==> src/rtl/datapath_pkg.sv <==
package datapath_pkg;

	// Word and register file geometry
	localparam int WORD_W     = 32;
	localparam int REG_ADDR_W = 4;
	localparam int NUM_REGS   = 16;

	// Sequential fetch advances one word
	localparam logic [WORD_W-1:0] PC_STEP = WORD_W'(4);

	// Low bits of operand B taken as shift or rotate count
	localparam int SHAMT_W = 5;

	typedef enum logic [1:0] {
		PC_HOLD,
		PC_PLUS4,
		PC_ALU,
		PC_RF_A
	} pc_src_e;

	typedef enum logic [1:0] {
		MA_HOLD,
		MA_PC,
		MA_ALU
	} ma_src_e;

	typedef enum logic [1:0] {
		MD_HOLD,
		MD_MEM,
		MD_RF_B
	} md_src_e;

	typedef enum logic {
		ALU_A_RF,
		ALU_A_PC
	} alu_a_src_e;

	typedef enum logic {
		ALU_B_RF,
		ALU_B_CONST
	} alu_b_src_e;

	// Write-back source, RF_NONE leaves the register file alone
	typedef enum logic [2:0] {
		RF_NONE,
		RF_ALU,
		RF_HI,
		RF_LO,
		RF_MD
	} rf_src_e;

	typedef enum logic [3:0] {
		OP_ADD,
		OP_SUB,
		OP_AND,
		OP_OR,
		OP_SHR,
		OP_SHL,
		OP_ROR,
		OP_ROL,
		OP_MUL,
		OP_NEG,
		OP_NOT
	} alu_op_e;

endpackage

==> src/rtl/pc_unit.sv <==
`timescale 1ns/1ps

module pc_unit (
	input  logic                            clk,
	input  logic                            rst_n,
	input  datapath_pkg::pc_src_e           pc_src,
	input  logic [datapath_pkg::WORD_W-1:0] alu_z,
	input  logic [datapath_pkg::WORD_W-1:0] rf_a_data,
	output logic [datapath_pkg::WORD_W-1:0] pc_q
);
	import datapath_pkg::*;

	logic [WORD_W-1:0] pc_plus_step;
	logic [WORD_W-1:0] pc_next;

	// Incrementer, wraps at the top of the address space
	assign pc_plus_step = pc_q + PC_STEP;

	always_comb begin
		case (pc_src)
			PC_PLUS4: pc_next = pc_plus_step;
			PC_ALU:   pc_next = alu_z;
			PC_RF_A:  pc_next = rf_a_data;
			default:  pc_next = pc_q;
		endcase
	end

	always_ff @(posedge clk or negedge rst_n) begin
		if (!rst_n) begin
			pc_q <= '0;
		end else begin
			pc_q <= pc_next;
		end
	end

	// Sequential step moves the PC by exactly one word
	a_pc_step: assert property (@(posedge clk) disable iff (!rst_n)
		pc_src == PC_PLUS4 |=> pc_q == $past(pc_q) + PC_STEP)
		else $error("PC did not advance by PC_STEP");

endmodule

==> config.mk <==
export PLATFORM = sky130hd
export DESIGN_NAME = pc_unit
export DESIGN_NICKNAME = d
export VERILOG_FILES = /design/src/rtl/datapath_pkg.sv /design/src/rtl/pc_unit.sv
export SDC_FILE = /design/constraint.sdc
export NUM_CORES = 1
export LEC_CHECK = 0
export ABC_CLOCK_PERIOD_IN_PS = 2700
export BUFFER_PORTS_ARGS = -buffer_cell sky130_fd_sc_hd__buf_4
export CELL_PAD_IN_SITES_DETAIL_PLACEMENT = 1
export CELL_PAD_IN_SITES_GLOBAL_PLACEMENT = 2
export CORE_ASPECT_RATIO = 0.6
export CORE_UTILIZATION = 29
export DETAILED_ROUTE_END_ITERATION = 8
export PLACE_DENSITY = 0.83
export SYNTH_ARGS = -nofsm -noshare
export SYNTH_HDL_FRONTEND = slang
export SYNTH_SLANG_ARGS = --single-unit
==> constraint.sdc <==
create_clock -name clk -period 2.7 [get_ports clk]
set_input_delay 0.135 -clock clk [delete_from_list [all_inputs] [get_ports clk]]
set_output_delay 0.135 -clock clk [all_outputs]
set_load 0.005 [all_outputs]
==> impl_metrics.csv <==
group,metric,value,unit
clock_network,clockBufferDepth,2,
clock_network,root_buffer,"clkbuf_16",
clock_network,cts_tree,"yes",
critical_path,worst_ep_required_time,2.87,ns
sta,worstMarginPinSlew,0.551,ns
synth,syn_inst,246,
clock_network,clk_pin_slew,0.06,ns
power,sw_frac_of_total,30.6,%
placed_design,pre_cts_ws,0.581,ns
final_layout,area_delta_synth_final,43.8,%
synth,synth_area_leaders,"dfrtp_1 (36%), mux2i_1 (12%), o31a_1 (7.4%)",
synth,synthFlopType,"dfrtp_1",
synth,yosys_warnings,0,
power,ir_worst_vdd,202,µV
detailed_routing,routed_wl,7730,µm
final_layout,antennaDiodeCount,0,
detailed_routing,viasPerCell,5.28,
synth,syn-cell-area,0.00225,mm²
final_layout,reg_top3,"pc_q: 32 flops",
critical_path,worstPathMaxFanout,14,
synth,synth.most_common_cell,"dfrtp_1",
detailed_routing,wire_per_inst,17.4,µm
synth,ys_seq_elements,32,
critical_path,start_kind,"flip-flop",
sta,hold_viol_final,0,
sta,setup_viol,0,
detailed_routing,dr.pass1.iters,4,
critical_path,arrival,2.29,ns
floorplanning,num_io_pins,100,
synth,synth_cell_types,41,
sta,timing.final.crit_share,78.8,%
sta,period_minus_slack,2.13,ns
floorplanning,initial_core_util,30.5,%
floorplanning,die_y,70.3,µm
placed_design,port-buffer-count,99,
global_routing,antenna_found_initial,0,
run,cap_violations,0,
floorplanning,die_w,116,µm
power,power_frac_clock,35.2,%
global_routing,grt-ovfl-total,0,
final_layout,top_register,"pc_q",
detailed_routing,ant_nets,0,
sta,slew-limit-headroom,63.1,%
placed_design,place_congestion,0.751,
synth,synth_fp_nets,315,
sta,drv_slew,0,
clock_network,numCtsBuffers,5,
outcome,status,"completed",
clock_network,cts_setup_buffers,0,
final_layout,largest_reg_flops,32,
placed_design,place_hpwl,5800,µm
global_routing,track_usage,20.2,%
power,comb_power_share,26.2,%
sta,max_freq,0.470,GHz
min_path,hp-class,"in2reg",
synth,synth_commonest_cells,"dfrtp_1 (32), mux2i_1 (27), nand2_1 (25)",
final_layout,fin_nets,408,
global_routing,grt_max_degree,53,
sta,finalSetupTns,0,ns
power,p_leak,0.00139,µW
clock_network,clock_latency,0.28,ns
global_routing,grt_pass1_wl,12500,µm
power,power_per_cell_area,511,mW/mm²
global_routing,first_global_vias,2446,
floorplanning,rows,24,
detailed_routing,drc,0,
sta,fin_ws,0.572,ns
floorplanning,die_area,0.00813,mm²
synth,async_flop_share,100,%
synth,synth_top_area_share,35.6,%
clock_network,h-tree-depth,2,
sta,clock_skew,0.00520,ns
critical_path,end_kind,"flip-flop",
synth,syn_area_per_cell,9.16,µm²
power,switchingPower,506,µW
power,pwr-share-seq,38.6,%
critical_path,path_class,"reg2reg",
sta,rsz0062_at_grt,"false",
power,p_int,1150,µW
synth,synth-edff-count,0,
detailed_routing,drt_iter0_drc,123,
floorplanning,fp.coreArea,0.00739,mm²
clock_network,cts_sinks,32,
detailed_routing,num_vias,2346,
final_layout,layout-drive-gt1-share,34.7,%
synth,yosysSeqAreaShare,35.6,%
synth,synth_top_cell_by_area,"dfrtp_1",
## power by group through the flow
stage / combinational [µW] / sequential (µW) / clock, µW
after global routing: 478 / 649 / 608
after global placement: 425 / 640 / 0
after floorplan: 201 / 622 / 0
after detailed placement: 434 / 644 / 0
final: 433 / 639 / 583
after CTS: 439 / 638 / 589
## path summary, 6_finish.rpt
| kind | start | end | slack [ns] | cells past startpoint |
|---|---|---|---|---|
| min in group asynchronous | rst_n | pc_q[22] | 0.34 | 2 |
| worst min-delay path | alu_z[13] | pc_q[13] | 0.16 | 3 |
| worst max register to register | pc_q[17] | pc_q[24] | 0.57 | 4 |
| worst min register to register | pc_q[0] | pc_q[0] | 0.54 | 2 |
| worst max-delay path | pc_q[17] | pc_q[24] | 0.57 | 4 |
| max in group asynchronous | rst_n | pc_q[12] | 2.04 | 2 |
## final cells by class
type                            count  area (µm²)
Sequential cell                    32         801
Fill cell                         887        4150
Timing Repair Buffer              103         776
Tap cell                          104         130
Inverter                            2        7.51
Multi-Input combinational cell    195        1380
Clock inverter                      2        10.0
Clock buffer                        6         139
## per-layer routing
metal	global-route usage [%]	wire length [µm]	up-vias
met2	30.4	3390	73
met4	4.42	61	0
met1	28.1	3770	1128
li1	-	-	1135
met3	6.25	507	10
met5	0	0	-
## timing repair
action                    4_1_cts  5_1_grt
gates resized for setup         0        0
hold endpoints to repair       32        0
hold buffers                    1        0
## layout by cell type (no fill, tap or decap), drive strengths merged
| cell type | synthesis | final |
|---|---|---|
| a211oi | 5 | 5 |
| a21boi | 2 | 2 |
| a21oi | 6 | 6 |
| a311oi | 2 | 2 |
| a31oi | 4 | 4 |
| and2 | 3 | 3 |
| and3 | 4 | 4 |
| and4 | 6 | 6 |
| buf | 6 | 102 |
| clkbuf | 11 | 6 |
| clkinv | 0 | 2 |
| dfrtp | 32 | 32 |
| dlygate4sd3 | 0 | 1 |
| ha | 1 | 1 |
| inv | 2 | 2 |
| mux2 | 2 | 2 |
| mux2i | 27 | 27 |
| mux4 | 1 | 1 |
| nand2 | 25 | 25 |
| nand3 | 12 | 12 |
| nand4 | 10 | 10 |
| nor2 | 10 | 10 |
| nor2b | 4 | 4 |
| nor3 | 3 | 3 |
| nor3b | 3 | 3 |
| nor4 | 11 | 11 |
| nor4b | 1 | 1 |
| o211ai | 2 | 2 |
| o21a | 1 | 1 |
| o21ai | 7 | 7 |
| o221ai | 1 | 1 |
| o31a | 21 | 21 |
| o31ai | 2 | 2 |
| or2 | 1 | 1 |
| or3 | 4 | 4 |
| or4 | 4 | 4 |
| xnor2 | 3 | 3 |
| xor2 | 7 | 7 |
## logic make-up (layout without fill, tap and decap cells)
kind of cell	count (synthesis)	in the layout	share of synthesized area, %
muxes	30	30	14.0
xor gates and xnor gates	10	10	3.89
adders and majority gates	1	1	0.555
AOI/OAI and AO/OA	53	53	17.4
and+or+nand+nor	101	101	25.2
DFF	32	32	35.6
buffers and inverters	19	113	3.33
## stage by stage
step / area, µm² / util, % / power, µW / hold slack [ns] / cells
final: 3240 / 43.9 / 1650 / 0.157 / 444
after global routing: 3240 / 43.9 / 1740 / 0.174 / 444
after CTS: 3240 / 43.9 / 1670 / 0.163 / 444
after detailed placement: 3080 / 41.7 / 1080 / 0.111 / 435
after global placement: 3080 / 41.7 / 1070 / 0.110 / 435
after floorplan: 2250 / - / 822 / -0.161 / 246
## worst max-delay path: stages (launching register included)
cell and delay, ns:
dfrtp_1 0.44, and4_1 0.34, nand4_1 0.49, o31a_1 0.46, o31a_1 0.28
No activity file was read; power rests on OpenSTA's default activity.
