<file path="src/rtl/datapath_pkg.sv">
package datapath_pkg;

	// Word and register file geometry
	localparam int WORD_W     = 32;
	localparam int REG_ADDR_W = 4;
	localparam int NUM_REGS   = 16;

	// Sequential fetch advances one word
	localparam logic [WORD_W-1:0] PC_STEP = WORD_W'(4);

	// Low bits of operand B taken as shift or rotate count
	localparam int SHAMT_W = 5;

	typedef enum logic [1:0] {
		PC_HOLD,
		PC_PLUS4,
		PC_ALU,
		PC_RF_A
	} pc_src_e;

	typedef enum logic [1:0] {
		MA_HOLD,
		MA_PC,
		MA_ALU
	} ma_src_e;

	typedef enum logic [1:0] {
		MD_HOLD,
		MD_MEM,
		MD_RF_B
	} md_src_e;

	typedef enum logic {
		ALU_A_RF,
		ALU_A_PC
	} alu_a_src_e;

	typedef enum logic {
		ALU_B_RF,
		ALU_B_CONST
	} alu_b_src_e;

	// Write-back source, RF_NONE leaves the register file alone
	typedef enum logic [2:0] {
		RF_NONE,
		RF_ALU,
		RF_HI,
		RF_LO,
		RF_MD
	} rf_src_e;

	typedef enum logic [3:0] {
		OP_ADD,
		OP_SUB,
		OP_AND,
		OP_OR,
		OP_SHR,
		OP_SHL,
		OP_ROR,
		OP_ROL,
		OP_MUL,
		OP_NEG,
		OP_NOT
	} alu_op_e;

endpackage

</file>
<file path="src/rtl/alu_unit.sv">
`timescale 1ns/1ps

module alu_unit (
	input  logic                            clk,
	input  logic                            rst_n,
	input  datapath_pkg::alu_a_src_e        alu_a_src,
	input  datapath_pkg::alu_b_src_e        alu_b_src,
	input  datapath_pkg::alu_op_e           alu_op,
	input  logic                            hilo_en,
	input  logic [datapath_pkg::WORD_W-1:0] pc_q,
	input  logic [datapath_pkg::WORD_W-1:0] rf_a_data,
	input  logic [datapath_pkg::WORD_W-1:0] rf_b_data,
	input  logic [datapath_pkg::WORD_W-1:0] constant_c,
	output logic [datapath_pkg::WORD_W-1:0] alu_z,
	output logic [datapath_pkg::WORD_W-1:0] hi_q,
	output logic [datapath_pkg::WORD_W-1:0] lo_q
);
	import datapath_pkg::*;

	logic [WORD_W-1:0]          a_op;
	logic [WORD_W-1:0]          b_op;
	logic [SHAMT_W-1:0]         shamt;
	logic [2*WORD_W-1:0]        rot_r;
	logic [2*WORD_W-1:0]        rot_l;
	logic signed [2*WORD_W-1:0] product;

	// Operand A is the PC for branch targets, else register A
	assign a_op = (alu_a_src == ALU_A_PC) ? pc_q : rf_a_data;

	// Constant C arrives already sign extended
	assign b_op = (alu_b_src == ALU_B_CONST) ? constant_c : rf_b_data;

	assign shamt = b_op[SHAMT_W-1:0];

	// Rotates by shifting a doubled copy of A
	assign rot_r = {a_op, a_op} >> shamt;
	assign rot_l = {a_op, a_op} << shamt;

	assign product = $signed(a_op) * $signed(b_op);

	always_comb begin
		case (alu_op)
			OP_ADD: begin
				alu_z = a_op + b_op;
			end
			OP_SUB: begin
				alu_z = a_op - b_op;
			end
			OP_AND: begin
				alu_z = a_op & b_op;
			end
			OP_OR: begin
				alu_z = a_op | b_op;
			end
			OP_SHR: begin
				alu_z = a_op >> shamt;
			end
			OP_SHL: begin
				alu_z = a_op << shamt;
			end
			OP_ROR: begin
				alu_z = rot_r[WORD_W-1:0];
			end
			OP_ROL: begin
				alu_z = rot_l[2*WORD_W-1:WORD_W];
			end
			OP_MUL: begin
				alu_z = product[WORD_W-1:0];
			end
			OP_NEG: begin
				alu_z = '0 - a_op;
			end
			OP_NOT: begin
				alu_z = ~a_op;
			end
			default: begin
				alu_z = '0;
			end
		endcase
	end

	// HI and LO keep the full product for later moves into the register file
	always_ff @(posedge clk or negedge rst_n) begin
		if (!rst_n) begin
			hi_q <= '0;
			lo_q <= '0;
		end else if (hilo_en) begin
			hi_q <= product[2*WORD_W-1:WORD_W];
			lo_q <= product[WORD_W-1:0];
		end
	end

	a_hilo_mul_only: assert property (@(posedge clk) disable iff (!rst_n)
		hilo_en |-> alu_op == OP_MUL)
		else $error("HI/LO load outside a multiply");

endmodule

</file>
<file path="config.mk">
export PLATFORM = sky130hd
export DESIGN_NAME = alu_unit
export DESIGN_NICKNAME = d
export VERILOG_FILES = /design/src/rtl/datapath_pkg.sv /design/src/rtl/alu_unit.sv
export SDC_FILE = /design/constraint.sdc
export NUM_CORES = 2
export LEC_CHECK = 0
export BUFFER_PORTS_ARGS = -buffer_cell sky130_fd_sc_hd__buf_2
export CELL_PAD_IN_SITES_DETAIL_PLACEMENT = 1
export CELL_PAD_IN_SITES_GLOBAL_PLACEMENT = 2
export CORE_AREA = 2 2 346 314
export CTS_CLUSTER_DIAMETER = 40
export DETAILED_ROUTE_END_ITERATION = 10
export DIE_AREA = 0 0 348 316
export PLACE_DENSITY = 0.95
export SLEW_MARGIN = 20
export SYNTH_ARGS = -nofsm -noshare
export SYNTH_HDL_FRONTEND = slang
export SYNTH_SLANG_ARGS = --single-unit
export TNS_END_PERCENT = 20
</file>
<file path="constraint.sdc">
create_clock -name clk -period 21.7 [get_ports clk]
set_clock_uncertainty 0.15 [all_clocks]
set_input_delay 2.17 -clock clk [delete_from_list [all_inputs] [get_ports clk]]
set_output_delay 2.17 -clock clk [all_outputs]
set_load 0.01 [all_outputs]
</file>
==> results.toml <==
[grt]
grt.total_usage_pct = 38.6
antenna_found_initial = 13
grt_pass1_wl_um = 309000
grt_pass1_vias = 46308
grt_overflow_total = 0
grt_max_degree = 72

[synth]
yosysTopAreaCellShare_pct = 46.6
yosys.area.top_type = "fa_1"
async_reset_ff_share_pct = 100
syn_avg_cell_area_um2 = 8.49
ys_types = 83
synth_edf_count = 0
synth.yosys.seq_area_share_pct = 3.44
ys.flop_type = "dfrtp_1"
syn_nets = 6922
synth_area_um2 = 46500
synthTopCellsByArea = "fa_1, inv_1, nand2_1"
ys_warn_count = 0
netlist_instances = 5482
ys_seq_elements = 64

[floorplan]
fp.dieW_um = 348
ios = 233
core_um2 = 107000
dieArea_um2 = 110000
start_util_pct = 43.7
die_h_um = 316
rows = 114

[detailed_routing]
routedWlPerCell_um = 30.2
vias = 41950
drt_wl_total_um = 209000
drtIter0Drc = 4212
drc = 0
viasPerCell = 6.06
dr.pass1.iters = 6
drtAntennaViolNets = 0

[sta]
tightest_slew_ps = 1210
slew_violations = 0
rsz0062_at_grt = "false"
maxSlewHeadroom_pct = 18.8
setup_viol = 0
period_needed_ps = 14160
max_freq_ghz = 0.0706
fin_setup_tns_ps = 0
timing.final.crit_share_pct = 65.3
finalHoldViolCount = 0

[clocking]
clk_pin_slew_worst_paths_ps = 60
ctsResizeCount = 0
cts_buffers = 9
clockBufferDepth = 2
clock_sinks = 64
clk-insertion-delay-late_ps = 410
tritoncts = "yes"
htree_levels = 3
root_buffer = "clkbuf_16"
ctsHoldBuffers = 0
post_cts_buffers = 0

[min_path]
hp-start = "hi_q[11]"
holdPathEnd = "hi_q[11]"
holdPathStages = 1
hp-class = "reg2reg"

[critical_path]
max_stage_delay_ps = 970
worstPathArrival_ps = 11840
worstRegToRegCells = 2
r2r_slack_ps = 20660
crit_fanout = 41
cp.required_ps = 19380
end_kind = "primary output"
crit_path_top_delay_cell = "clkinv_1"
path_class = "in2out"
crit_top_cell = "fa_1"
r2r-end = "hi_q[15]"
startpoint_type = "input port"
reg2reg_from = "hi_q[15]"

[cells_and_area]
post-route-cell-area_um2 = 49700
layout-drive-gt1-share_pct = 10.2
nFillCells = 12686
mostFrequentLayoutCells = "fa_1, inv_1, nand2_1"
areaGrowthSynthToFinish_pct = 6.91
final_common_cell = "fa_1"
post-route-util_pct = 46.7
nets = 6960

[outcome]
outcome = "complete, no violations"

[placement]
postPlaceCellArea_um2 = 49400
io_buffers = 232
gp_congestion = 1.00
hpwlAfterDp_um = 166000

[job]
maxCapViolations = 0
==> worst max-delay path: cells and delay by family <==
family                   cells  cell delay, ps
buffers and inverters        9            2520
AO/OA/AOI/OAI                6            1340
AND/OR/NAND/NOR              4            1040
adder cells (fa/ha/maj)      9            4020
multiplexers                 1             340
XOR/XNOR                     1             300
==> cell type report <==
type / count / area [um^2] / area share [%]
inverters: 1042 / 3910 / 7.87
clock buffers: 11 / 233 / 0.468
diodes: 4 / 10.0 / 0.0201
multi-input cells: 4039 / 40000 / 80.5
clock inverters: 5 / 56.3 / 0.113
repair buffers: 364 / 2170 / 4.36
flip-flops and latches: 64 / 1600 / 3.22
well taps: 1392 / 1740 / 3.50
==> how the worst max path moves through the flow <==
stage	from	to	slack [ps]	cells after the start
final	alu_a_src	alu_z[31]	7540	30
after global routing	alu_b_src	alu_z[31]	7270	30
after CTS	alu_a_src	alu_z[31]	7740	30
after detailed placement	alu_a_src	alu_z[31]	7780	30
after global placement	alu_a_src	alu_z[30]	7930	24
after floorplan	alu_b_src	alu_z[31]	8660	34
==> cell families (layout without fill, tap and decap cells) <==
family | Yosys count | in the layout | share of synthesized area [%]
flops | 64 | 64 | 3.44
fa+ha+maj | 1303 | 1303 | 52.5
xor+xnor | 149 | 149 | 2.81
simple gates | 1598 | 1598 | 14.0
compound gates | 733 | 733 | 10.1
other cells | 0 | 4 | 0
buf+inv | 1379 | 1422 | 11.2
mux | 256 | 256 | 5.87
==> Yosys cell counts (all sizes together), types with 30 or more instances <==
library cell	count
a21o	68
fa	1083
ha	220
nor2	632
buf	95
xnor2	115
o21ai	178
nor3	39
nand3	38
nand4	30
mux2i	161
o211ai	39
dfrtp	64
inv	1037
mux2	95
a21oi	191
nand2	758
clkbuf	242
xor2	34
==> per-stage QoR <==
stage / std cells / hold WS [ps] / worst slack, ps
2_1_floorplan: 5482 / 397 / 8660
3_3_place_gp: 6901 / 333 / 7930
3_5_place_dp: 6901 / 344 / 7780
4_1_cts: 6917 / 358 / 7740
5_1_grt: 6920 / 370 / 7270
6_report: 6921 / 353 / 7540
==> layer usage <==
metal | global-route usage, % | routed length (um) | vias up
li1 | - | - | 17017
met1 | 48.5 | 78300 | 21893
met5 | 0 | 55 | -
met2 | 60.1 | 93000 | 2333
met3 | 9.57 | 22100 | 697
met4 | 24.3 | 15900 | 10
==> registers in the layout (all words and copies together) (netlist names) <==
name	cells
lo_q	32
hi_q	32
Power is not shown: default switching activity piles up to over one toggle a cycle in this logic, so the estimate is an artifact.
