--- config.mk ---
export PLATFORM = sky130hd
export DESIGN_NAME = memory_port
export DESIGN_NICKNAME = d
export VERILOG_FILES = /design/src/rtl/datapath_pkg.sv /design/src/rtl/memory_port.sv
export SDC_FILE = /design/constraint.sdc
export NUM_CORES = 1
export LEC_CHECK = 0
export BUFFER_PORTS_ARGS = -buffer_cell sky130_fd_sc_hd__buf_2
export CORE_MARGIN = 1.5
export CORE_UTILIZATION = 45
export DETAILED_ROUTE_END_ITERATION = 6
export GPL_TIMING_DRIVEN = 0
export PLACE_DENSITY = 0.81
export SLEW_MARGIN = 20
export SYNTH_ARGS = -nofsm -noshare
export SYNTH_HDL_FRONTEND = slang
export SYNTH_SLANG_ARGS = --single-unit
export TNS_END_PERCENT = 30
--- constraint.sdc ---
create_clock -name clk -period 0.89 [get_ports clk]
set_input_delay 0.0445 -clock clk [delete_from_list [all_inputs] [get_ports clk]]
set_output_delay 0.0445 -clock clk [all_outputs]
set_load 0.03 [all_outputs]
--- src/rtl/datapath_pkg.sv ---
package datapath_pkg;

	// Word and register file geometry
	localparam int WORD_W     = 32;
	localparam int REG_ADDR_W = 4;
	localparam int NUM_REGS   = 16;

	// Sequential fetch advances one word
	localparam logic [WORD_W-1:0] PC_STEP = WORD_W'(4);

	// Low bits of operand B taken as shift or rotate count
	localparam int SHAMT_W = 5;

	typedef enum logic [1:0] {
		PC_HOLD,
		PC_PLUS4,
		PC_ALU,
		PC_RF_A
	} pc_src_e;

	typedef enum logic [1:0] {
		MA_HOLD,
		MA_PC,
		MA_ALU
	} ma_src_e;

	typedef enum logic [1:0] {
		MD_HOLD,
		MD_MEM,
		MD_RF_B
	} md_src_e;

	typedef enum logic {
		ALU_A_RF,
		ALU_A_PC
	} alu_a_src_e;

	typedef enum logic {
		ALU_B_RF,
		ALU_B_CONST
	} alu_b_src_e;

	// Write-back source, RF_NONE leaves the register file alone
	typedef enum logic [2:0] {
		RF_NONE,
		RF_ALU,
		RF_HI,
		RF_LO,
		RF_MD
	} rf_src_e;

	typedef enum logic [3:0] {
		OP_ADD,
		OP_SUB,
		OP_AND,
		OP_OR,
		OP_SHR,
		OP_SHL,
		OP_ROR,
		OP_ROL,
		OP_MUL,
		OP_NEG,
		OP_NOT
	} alu_op_e;

endpackage

--- src/rtl/memory_port.sv ---
`timescale 1ns/1ps

module memory_port (
	input  logic                            clk,
	input  logic                            rst_n,
	input  datapath_pkg::ma_src_e           ma_src,
	input  datapath_pkg::md_src_e           md_src,
	input  logic                            ir_en,
	input  logic [datapath_pkg::WORD_W-1:0] pc_q,
	input  logic [datapath_pkg::WORD_W-1:0] alu_z,
	input  logic [datapath_pkg::WORD_W-1:0] rf_b_data,
	input  logic [datapath_pkg::WORD_W-1:0] data_from_memory,
	output logic [datapath_pkg::WORD_W-1:0] address_to_memory,
	output logic [datapath_pkg::WORD_W-1:0] data_to_memory,
	output logic [datapath_pkg::WORD_W-1:0] md_q,
	output logic [datapath_pkg::WORD_W-1:0] ir_out
);
	import datapath_pkg::*;

	logic [WORD_W-1:0] ma_q;
	logic [WORD_W-1:0] ma_next;
	logic [WORD_W-1:0] md_next;

	// MA source select
	always_comb begin
		case (ma_src)
			MA_PC:   ma_next = pc_q;
			MA_ALU:  ma_next = alu_z;
			default: ma_next = ma_q;
		endcase
	end

	// MD is loaded from the bus on reads, from register B for stores
	always_comb begin
		case (md_src)
			MD_MEM:  md_next = data_from_memory;
			MD_RF_B: md_next = rf_b_data;
			default: md_next = md_q;
		endcase
	end

	always_ff @(posedge clk or negedge rst_n) begin
		if (!rst_n) begin
			ma_q   <= '0;
			md_q   <= '0;
			ir_out <= '0;
		end else begin
			ma_q <= ma_next;
			md_q <= md_next;
			// IR samples the old MD
			if (ir_en) begin
				ir_out <= md_q;
			end
		end
	end

	assign address_to_memory = ma_q;
	assign data_to_memory    = md_q;

	a_mem_data_known: assert property (@(posedge clk) disable iff (!rst_n)
		md_src == MD_MEM |-> !$isunknown(data_from_memory))
		else $error("Unknown bits on data_from_memory during MD load");

endmodule

==> impl_metrics.ini, run 1 <==
[synthesis]
yosysSeqAreaShare = 0.5171
syn-mean-instance-area_um2 = 12.16
yosys.area.top_type = sky130_fd_sc_hd__dfrtp_1
synth.top_cells.by_area = sky130_fd_sc_hd__dfrtp_1 (52%), sky130_fd_sc_hd__mux2i_1 (14%), sky130_fd_sc_hd__mux2_4 (9.7%)
post_synth_instance_area_mm2 = 0.004646
yosys_register_bits = 96
yosysUniqueCellTypes = 15
synth_largest_type_area_fraction = 0.5171
yosys_warnings = 0
syn_inst = 382
postSynthNetCount = 519

[cells_and_area]
final_nets = 939
postLayoutCoreUtil = 0.8792
num-fill-cells = 397
layout_common_cells = sky130_fd_sc_hd__buf_6 (157), sky130_fd_sc_hd__buf_2 (141), sky130_fd_sc_hd__dlygate4sd3_1 (116), sky130_fd_sc_hd__dfrtp_1 (86), sky130_fd_sc_hd__mux2i_1 (64)
mostFrequentLayoutCell = sky130_fd_sc_hd__buf_6
final_layout_size_suffix_gt1_frac = 0.5093
areaGrowthSynthToFinish_pct = 87.53

[setup_path]
crit_slowest_cell = sky130_fd_sc_hd__dfrtp_2
worst_r2r_path_depth = 3
timing.critical_path.fanout_max = 3
cpPeakStageDelay_ns = 0.47
critical_path.endpoint_type = output port
timing.setup.critical_path_class = reg2out
reg2reg_slack_ns = -0.24
timing.rr.start = data_to_memory[29]$_DFFE_PN0P_
worstSetupStartpointType = register
critPathRequiredTime_ns = 0.85
timing.critical_path.arrival_ns = 1.09
capture_instance_of_the_worst_register_to_register_path = ir_out[29]$_DFFE_PN0P_
worst_path_most_repeated_cell = sky130_fd_sc_hd__buf_6
path_cells = buf_6 -> buf_6

[sta]
layout_worst_path_cycle_share = 1.276
min_period_ns = 1.135
report.final.slew_viol_count = 0
worst_clk_skew_ns = 0.003277
tightestPinTransition_ns = 0.4502
achievable-frequency_mhz = 880.9
setup_viol_count_final = 161
rsz0062_at_grt = true
fin_ws_ns = -0.2453
fin_hold_ws_ns = 0.01032
hold_violations = 0
slew_headroom = 0.6999

[floorplan]
floorplan.initialDensity = 0.4688
die-width_um = 104.6
design.die.area_mm2 = 0.01094
num_rows = 36
dieHeight_um = 104.6
core_region_area_mm2 = 0.009910
io_pins = 263

[global_routing]
grt.overflow.total = 0
wire_length_of_the_first_global_routing_pass_um = 30040
first_global_vias = 5414
grt_antenna_before_repair = 1
track_usage = 0.3592
grt_start_max_net_pins = 52

[cts]
cts_made_buffers = 9
clock_tree.root_cell = sky130_fd_sc_hd__clkbuf_8
htreeDepth = 3
clk_transition_reported_paths_ns = 0.09
cts.path.max_buffers = 2
clock_latency_on_the_worst_skew_pair_ns = 0.36
number_of_sinks_on_the_clock_net = 96
tritoncts = built

[detailed_routing]
post-route-drc-count = 0
num_vias = 4929
total_wire_length_after_detailed_routing_um = 20210
vias_per_cell = 5.227
first_iter_violations = 255
drt.antenna.violating_nets = 0
detail_route.first_pass.iterations = 4
post_drt_wl_per_cell_um = 21.43

[placed_design]
dp_slack_ns = -0.2921
place.gp.congestion = 0.8624
dp_hpwl_um = 9948
place.port_buffers = 261

[worst_hold_path]
min_delay_path_class = in2reg
timing.hold.worst.start = data_from_memory[11]
min_delay_path_depth = 3
whs_endpoint = data_to_memory[11]$_DFFE_PN0P_

[pwr]
cellPowerDensity_mw_per_mm2 = 1995
totalPowerFinal_w = 0.01738
peakVddDrop_uv = 1403
leakage_nw = 4.307

[outcome]
run_status = finished with violations
violations_in_the_final_reports = setup timing

[job]
max_cap_violations = 0
[timing repair]
action | in CTS | in global routing
hold buffers | 116 | 0
buffers inserted | 23 | 8
gates resized for setup | 268 | 29
endpoints found under the hold margin | 106 | 0
setup endpoints to repair | 128 | 166
[power breakdown]
group          leakage [nW]  internal [W]  total (W)  switching, W
Clock                 0.112       0.00188    0.00336       0.00149
Combinational          3.04       0.00396    0.00801       0.00405
Sequential             1.16       0.00514    0.00601      0.000872
Total                  4.31        0.0110     0.0174       0.00640
[worst max-delay path, delay by kind of cell (launching register included)]
kind / cells / cell delay, ns
DFF: 1 / 0.47
buffers and inverters: 2 / 0.27
[metal layers]
layer / track usage / vias up / routed length [um]
met4: 0.1703 / 0 / 924
met2: 0.6687 / 312 / 10830
met5: 0 / - / 0
met1: 0.3746 / 2434 / 6993
li1: - / 2108 / -
met3: 0.09233 / 75 / 1457
[state kept, by name, summed over array words and instances, names as in the netlist]
name / cells
address_to_memory: 32
data_to_memory: 32
ir_out: 32
[kinds of logic (layout without fill, tap and decap cells)]
group                      after synthesis  count (layout)  share of synthesized area
AOI/OAI and AO/OA                       64              64                    0.07137
adders and majority gates                2               2                   0.005386
buffers and inverters                   60             485                     0.1147
DFF                                     96              96                     0.5171
muxes                                   96              96                     0.2397
other                                    0               3                          0
and+or+nand+nor                         64              64                    0.05171
[final cells by class]
class | instances | area, um2 | area share
timing repair buffer | 409 | 3508 | 0.4027
multi-input combinational | 226 | 1724 | 0.1979
tap | 133 | 166.4 | 0.01910
antenna | 3 | 7.507 | 0.0008617
inverter | 2 | 7.507 | 0.0008617
buffer | 58 | 654.4 | 0.07511
clock buffer | 13 | 138.9 | 0.01594
sequential | 96 | 2415 | 0.2772
clock inverter | 3 | 90.09 | 0.01034
[synthesized netlist by cell type]
master / count
sky130_fd_sc_hd__ha_1: 2
sky130_fd_sc_hd__buf_6: 3
sky130_fd_sc_hd__mux2_2: 2
sky130_fd_sc_hd__nand2_1: 64
sky130_fd_sc_hd__dfrtp_1: 96
sky130_fd_sc_hd__buf_4: 33
sky130_fd_sc_hd__inv_1: 2
sky130_fd_sc_hd__o21ai_1: 57
sky130_fd_sc_hd__o21ai_0: 4
sky130_fd_sc_hd__buf_12: 9
sky130_fd_sc_hd__clkbuf_1: 1
sky130_fd_sc_hd__buf_2: 12
sky130_fd_sc_hd__mux2_4: 30
sky130_fd_sc_hd__mux2i_1: 64
sky130_fd_sc_hd__o21ai_2: 3
[worst max-delay path by stage]
stage                                               from                              to  slack [ns]
final                     data_to_memory[30]$_DFFE_PN0P_                        md_q[30]       -0.25
after global routing      data_to_memory[25]$_DFFE_PN0P_                        md_q[25]       -0.27
after CTS                 data_to_memory[12]$_DFFE_PN0P_                        md_q[12]       -0.23
after detailed placement                       md_src[0]  data_to_memory[13]$_DFFE_PN0P_       -0.29
after global placement                             rst_n  data_to_memory[31]$_DFFE_PN0P_       -1.27
after floorplan           data_to_memory[10]$_DFFE_PN0P_          ir_out[10]$_DFFE_PN0P_       -0.01
[stage by stage]
stage / std cells / TNS, ns / instance area (um2)
after detailed placement: 777 / -13.65 / 6157
after global routing: 941 / -23.01 / 8707
after CTS: 932 / -16.47 / 8564
final: 943 / -18.18 / 8712
after floorplan: 382 / -0.3829 / 4651
after global placement: 776 / -117.63 / 6123
(Power assumes the default switching activity.)
==> run 2, diff against run 1 <==
==> constraint.sdc (replaced) <==
create_clock -name clk -period 0.89 [get_ports clk]
set_input_delay 0.089 -clock clk [delete_from_list [all_inputs] [get_ports clk]]
set_output_delay 0.089 -clock clk [all_outputs]
set_load 0.03 [all_outputs]
==> run 2 against run 1 <==
The run ends with hold timing, setup timing left. Count of clock-buffer cells in the layout did not move. Worst setup slack got worse by 0.043 ns. Register-to-register slack gained 0.02 ns. Largest power group unchanged.
==> impl_metrics.ini, run 2 (synthesis gave the netlist of run 1 again) <==
[outcome]
run_status = finished with violations
violations_in_the_final_reports = hold timing, setup timing

[worst_hold_path]
min_delay_path_class = in2reg
whs_endpoint = data_to_memory[6]$_DFFE_PN0P_
timing.hold.worst.start = rf_b_data[6]
min_delay_path_depth = 3

[pwr]
totalPowerFinal_w = 0.01605
power_switching_share = 0.3789
switching_power_w = 0.006080
power_frac_seq = 0.370
cellInternalPower_w = 0.009968
pwr-share-comb = 0.468
power.clock.fraction = 0.162
cellPowerDensity_mw_per_mm2 = 2057
leakage_nw = 3.917
peakVddDrop_uv = 1231

[cells_and_area]
design_area_mm2 = 0.007802
mostFrequentLayoutCell = sky130_fd_sc_hd__buf_6
multi_input_logic_area_mm2 = 0.001742
final_nets = 851
seq_area_mm2 = 0.002415
final_layout_size_suffix_gt1_frac = 0.5786
areaGrowthSynthToFinish_pct = 67.95
num-fill-cells = 550
layout_common_cells = sky130_fd_sc_hd__buf_6 (158), sky130_fd_sc_hd__buf_2 (137), sky130_fd_sc_hd__dfrtp_1 (86), sky130_fd_sc_hd__mux2i_1 (64), sky130_fd_sc_hd__nand2_1 (63)
finalNonFillerCells = 852
diodes = 0

[sta]
setup_viol_count_final = 158
layout_worst_path_cycle_share = 1.324
tightestPinTransition_ns = 0.4129
min_period_ns = 1.178
fin_hold_ws_ns = -0.009863
sum_neg_setup_slack_ns = -22.65
hold_violations = 1
achievable-frequency_mhz = 848.8
worst_clk_skew_ns = 0.01082
rsz0062_at_grt = true
slew_headroom = 0.7247
report.final.slew_viol_count = 0
fin_ws_ns = -0.2881

[setup_path]
timing.critical_path.fanout_max = 3
critPathRequiredTime_ns = 0.80
reg2reg_slack_ns = -0.22
timing.setup.critical_path_class = reg2out
capture_instance_of_the_worst_register_to_register_path = ir_out[17]$_DFFE_PN0P_
worst_r2r_path_depth = 3
timing.rr.start = data_to_memory[17]$_DFFE_PN0P_
critical_path.endpoint_type = output port
worstSetupStartpointType = register
timing.critical_path.arrival_ns = 1.09

[cts]
clk_transition_reported_paths_ns = 0.10
htreeDepth = 3
clock_latency_on_the_worst_skew_pair_ns = 0.37
cts.path.max_buffers = 2
number_of_sinks_on_the_clock_net = 96
clock_tree.root_cell = sky130_fd_sc_hd__clkbuf_8
tritoncts = built
cts_made_buffers = 9

[placed_design]
dp_hpwl_um = 9485
place.port_buffers = 261
placedCellCount = 777
dp_slack_ns = -0.2765
place.gp.congestion = 0.8223
placed_cell_area_mm2 = 0.006227

[global_routing]
track_usage = 0.2788
met2_usage = 0.5188
global_route.usage.met3 = 0.06550
grt.overflow.total = 0
gr-usage-met1 = 0.2958
grt_antenna_before_repair = 0
first_global_vias = 4670
wire_length_of_the_first_global_routing_pass_um = 23840
grt_peak_use_layer = met2
grt_start_max_net_pins = 85

[detailed_routing]
total_wire_length_after_detailed_routing_um = 15760
post_drt_wl_per_cell_um = 18.49
post-route-drc-count = 0
first_iter_violations = 144
drt.antenna.violating_nets = 0
vias_per_cell = 5.014
detail_route.first_pass.iterations = 4
num_vias = 4272

[floorplan]
dieHeight_um = 104.6
die-width_um = 104.6
floorplan.initialDensity = 0.4688
design.die.area_mm2 = 0.01094
num_rows = 36
io_pins = 263
core_region_area_mm2 = 0.009910

[job]
max_cap_violations = 0
run 2: cell count changes in the layout (fill, tap and decap cells not counted), sizes merged:
| cell | previous run | this run |
|---|---|---|
| dlygate4sd3 | 116 | 26 |
| buf | 348 | 352 |
| bufinv | 3 | 0 |
| diode | 3 | 0 |
| clkbuf | 16 | 14 |
| clkinv | 0 | 2 |
| clkinvlp | 0 | 1 |
run 2: how the worst max path moves through the flow:
stage	from	end	cells after the start
final	data_to_memory[17]$_DFFE_PN0P_	md_q[17]	2
after global routing	data_to_memory[17]$_DFFE_PN0P_	md_q[17]	2
after detailed placement	md_src[0]	data_to_memory[8]$_DFFE_PN0P_	6
after CTS	data_to_memory[14]$_DFFE_PN0P_	md_q[14]	2
after global placement	rst_n	data_to_memory[0]$_DFFE_PN0P_	1
after floorplan	data_to_memory[31]$_DFFE_PN0P_	ir_out[31]$_DFFE_PN0P_	1
run 2: repair_timing:
item                                    4_1_cts  5_1_grt
hold buffers                                 26        0
endpoints found under the setup margin      128      151
setup buffers                                25        8
gates resized for setup                     270       20
endpoints found under the hold margin       112        0
run 2: area by class of cell:
class / instances / area share
clock inverter: 3 / 0.002245
inverter: 2 / 0.002886
sequential: 96 / 0.3095
clock buffer: 13 / 0.01908
timing repair buffer: 321 / 0.3347
buffer: 58 / 0.08708
multi-input combinational: 226 / 0.2232
tap: 133 / 0.02133
run 2: worst max-delay path: stages (launching register included):
cell and delay, ns:
sky130_fd_sc_hd__dfrtp_1 0.45, sky130_fd_sc_hd__buf_6 0.15, sky130_fd_sc_hd__buf_6 0.13
run 2: routing by layer:
metal,vias up,routed length (um)
met5,-,0
li1,1931,-
met4,0,420
met3,34,1115
met1,2088,5691
met2,219,8528
run 2: metrics by stage:
step                        util  hold slack, ns
after detailed placement  0.6284        -0.08378
after CTS                 0.7756       0.0002759
after global placement    0.6250          0.3613
after floorplan                -         -0.2066
after global routing      0.7874        0.004608
final                     0.7874       -0.009863
run 2: power by group through the flow:
stage | combinational (W) | clock [W] | sequential (W)
4_1_cts | 0.00722 | 0.00261 | 0.00587
2_1_floorplan | 0.00222 | 0 | 0.00724
3_5_place_dp | 0.00553 | 0 | 0.00577
3_3_place_gp | 0.00543 | 0 | 0.00573
6_report | 0.00751 | 0.00261 | 0.00593
5_1_grt | 0.00782 | 0.00283 | 0.00601
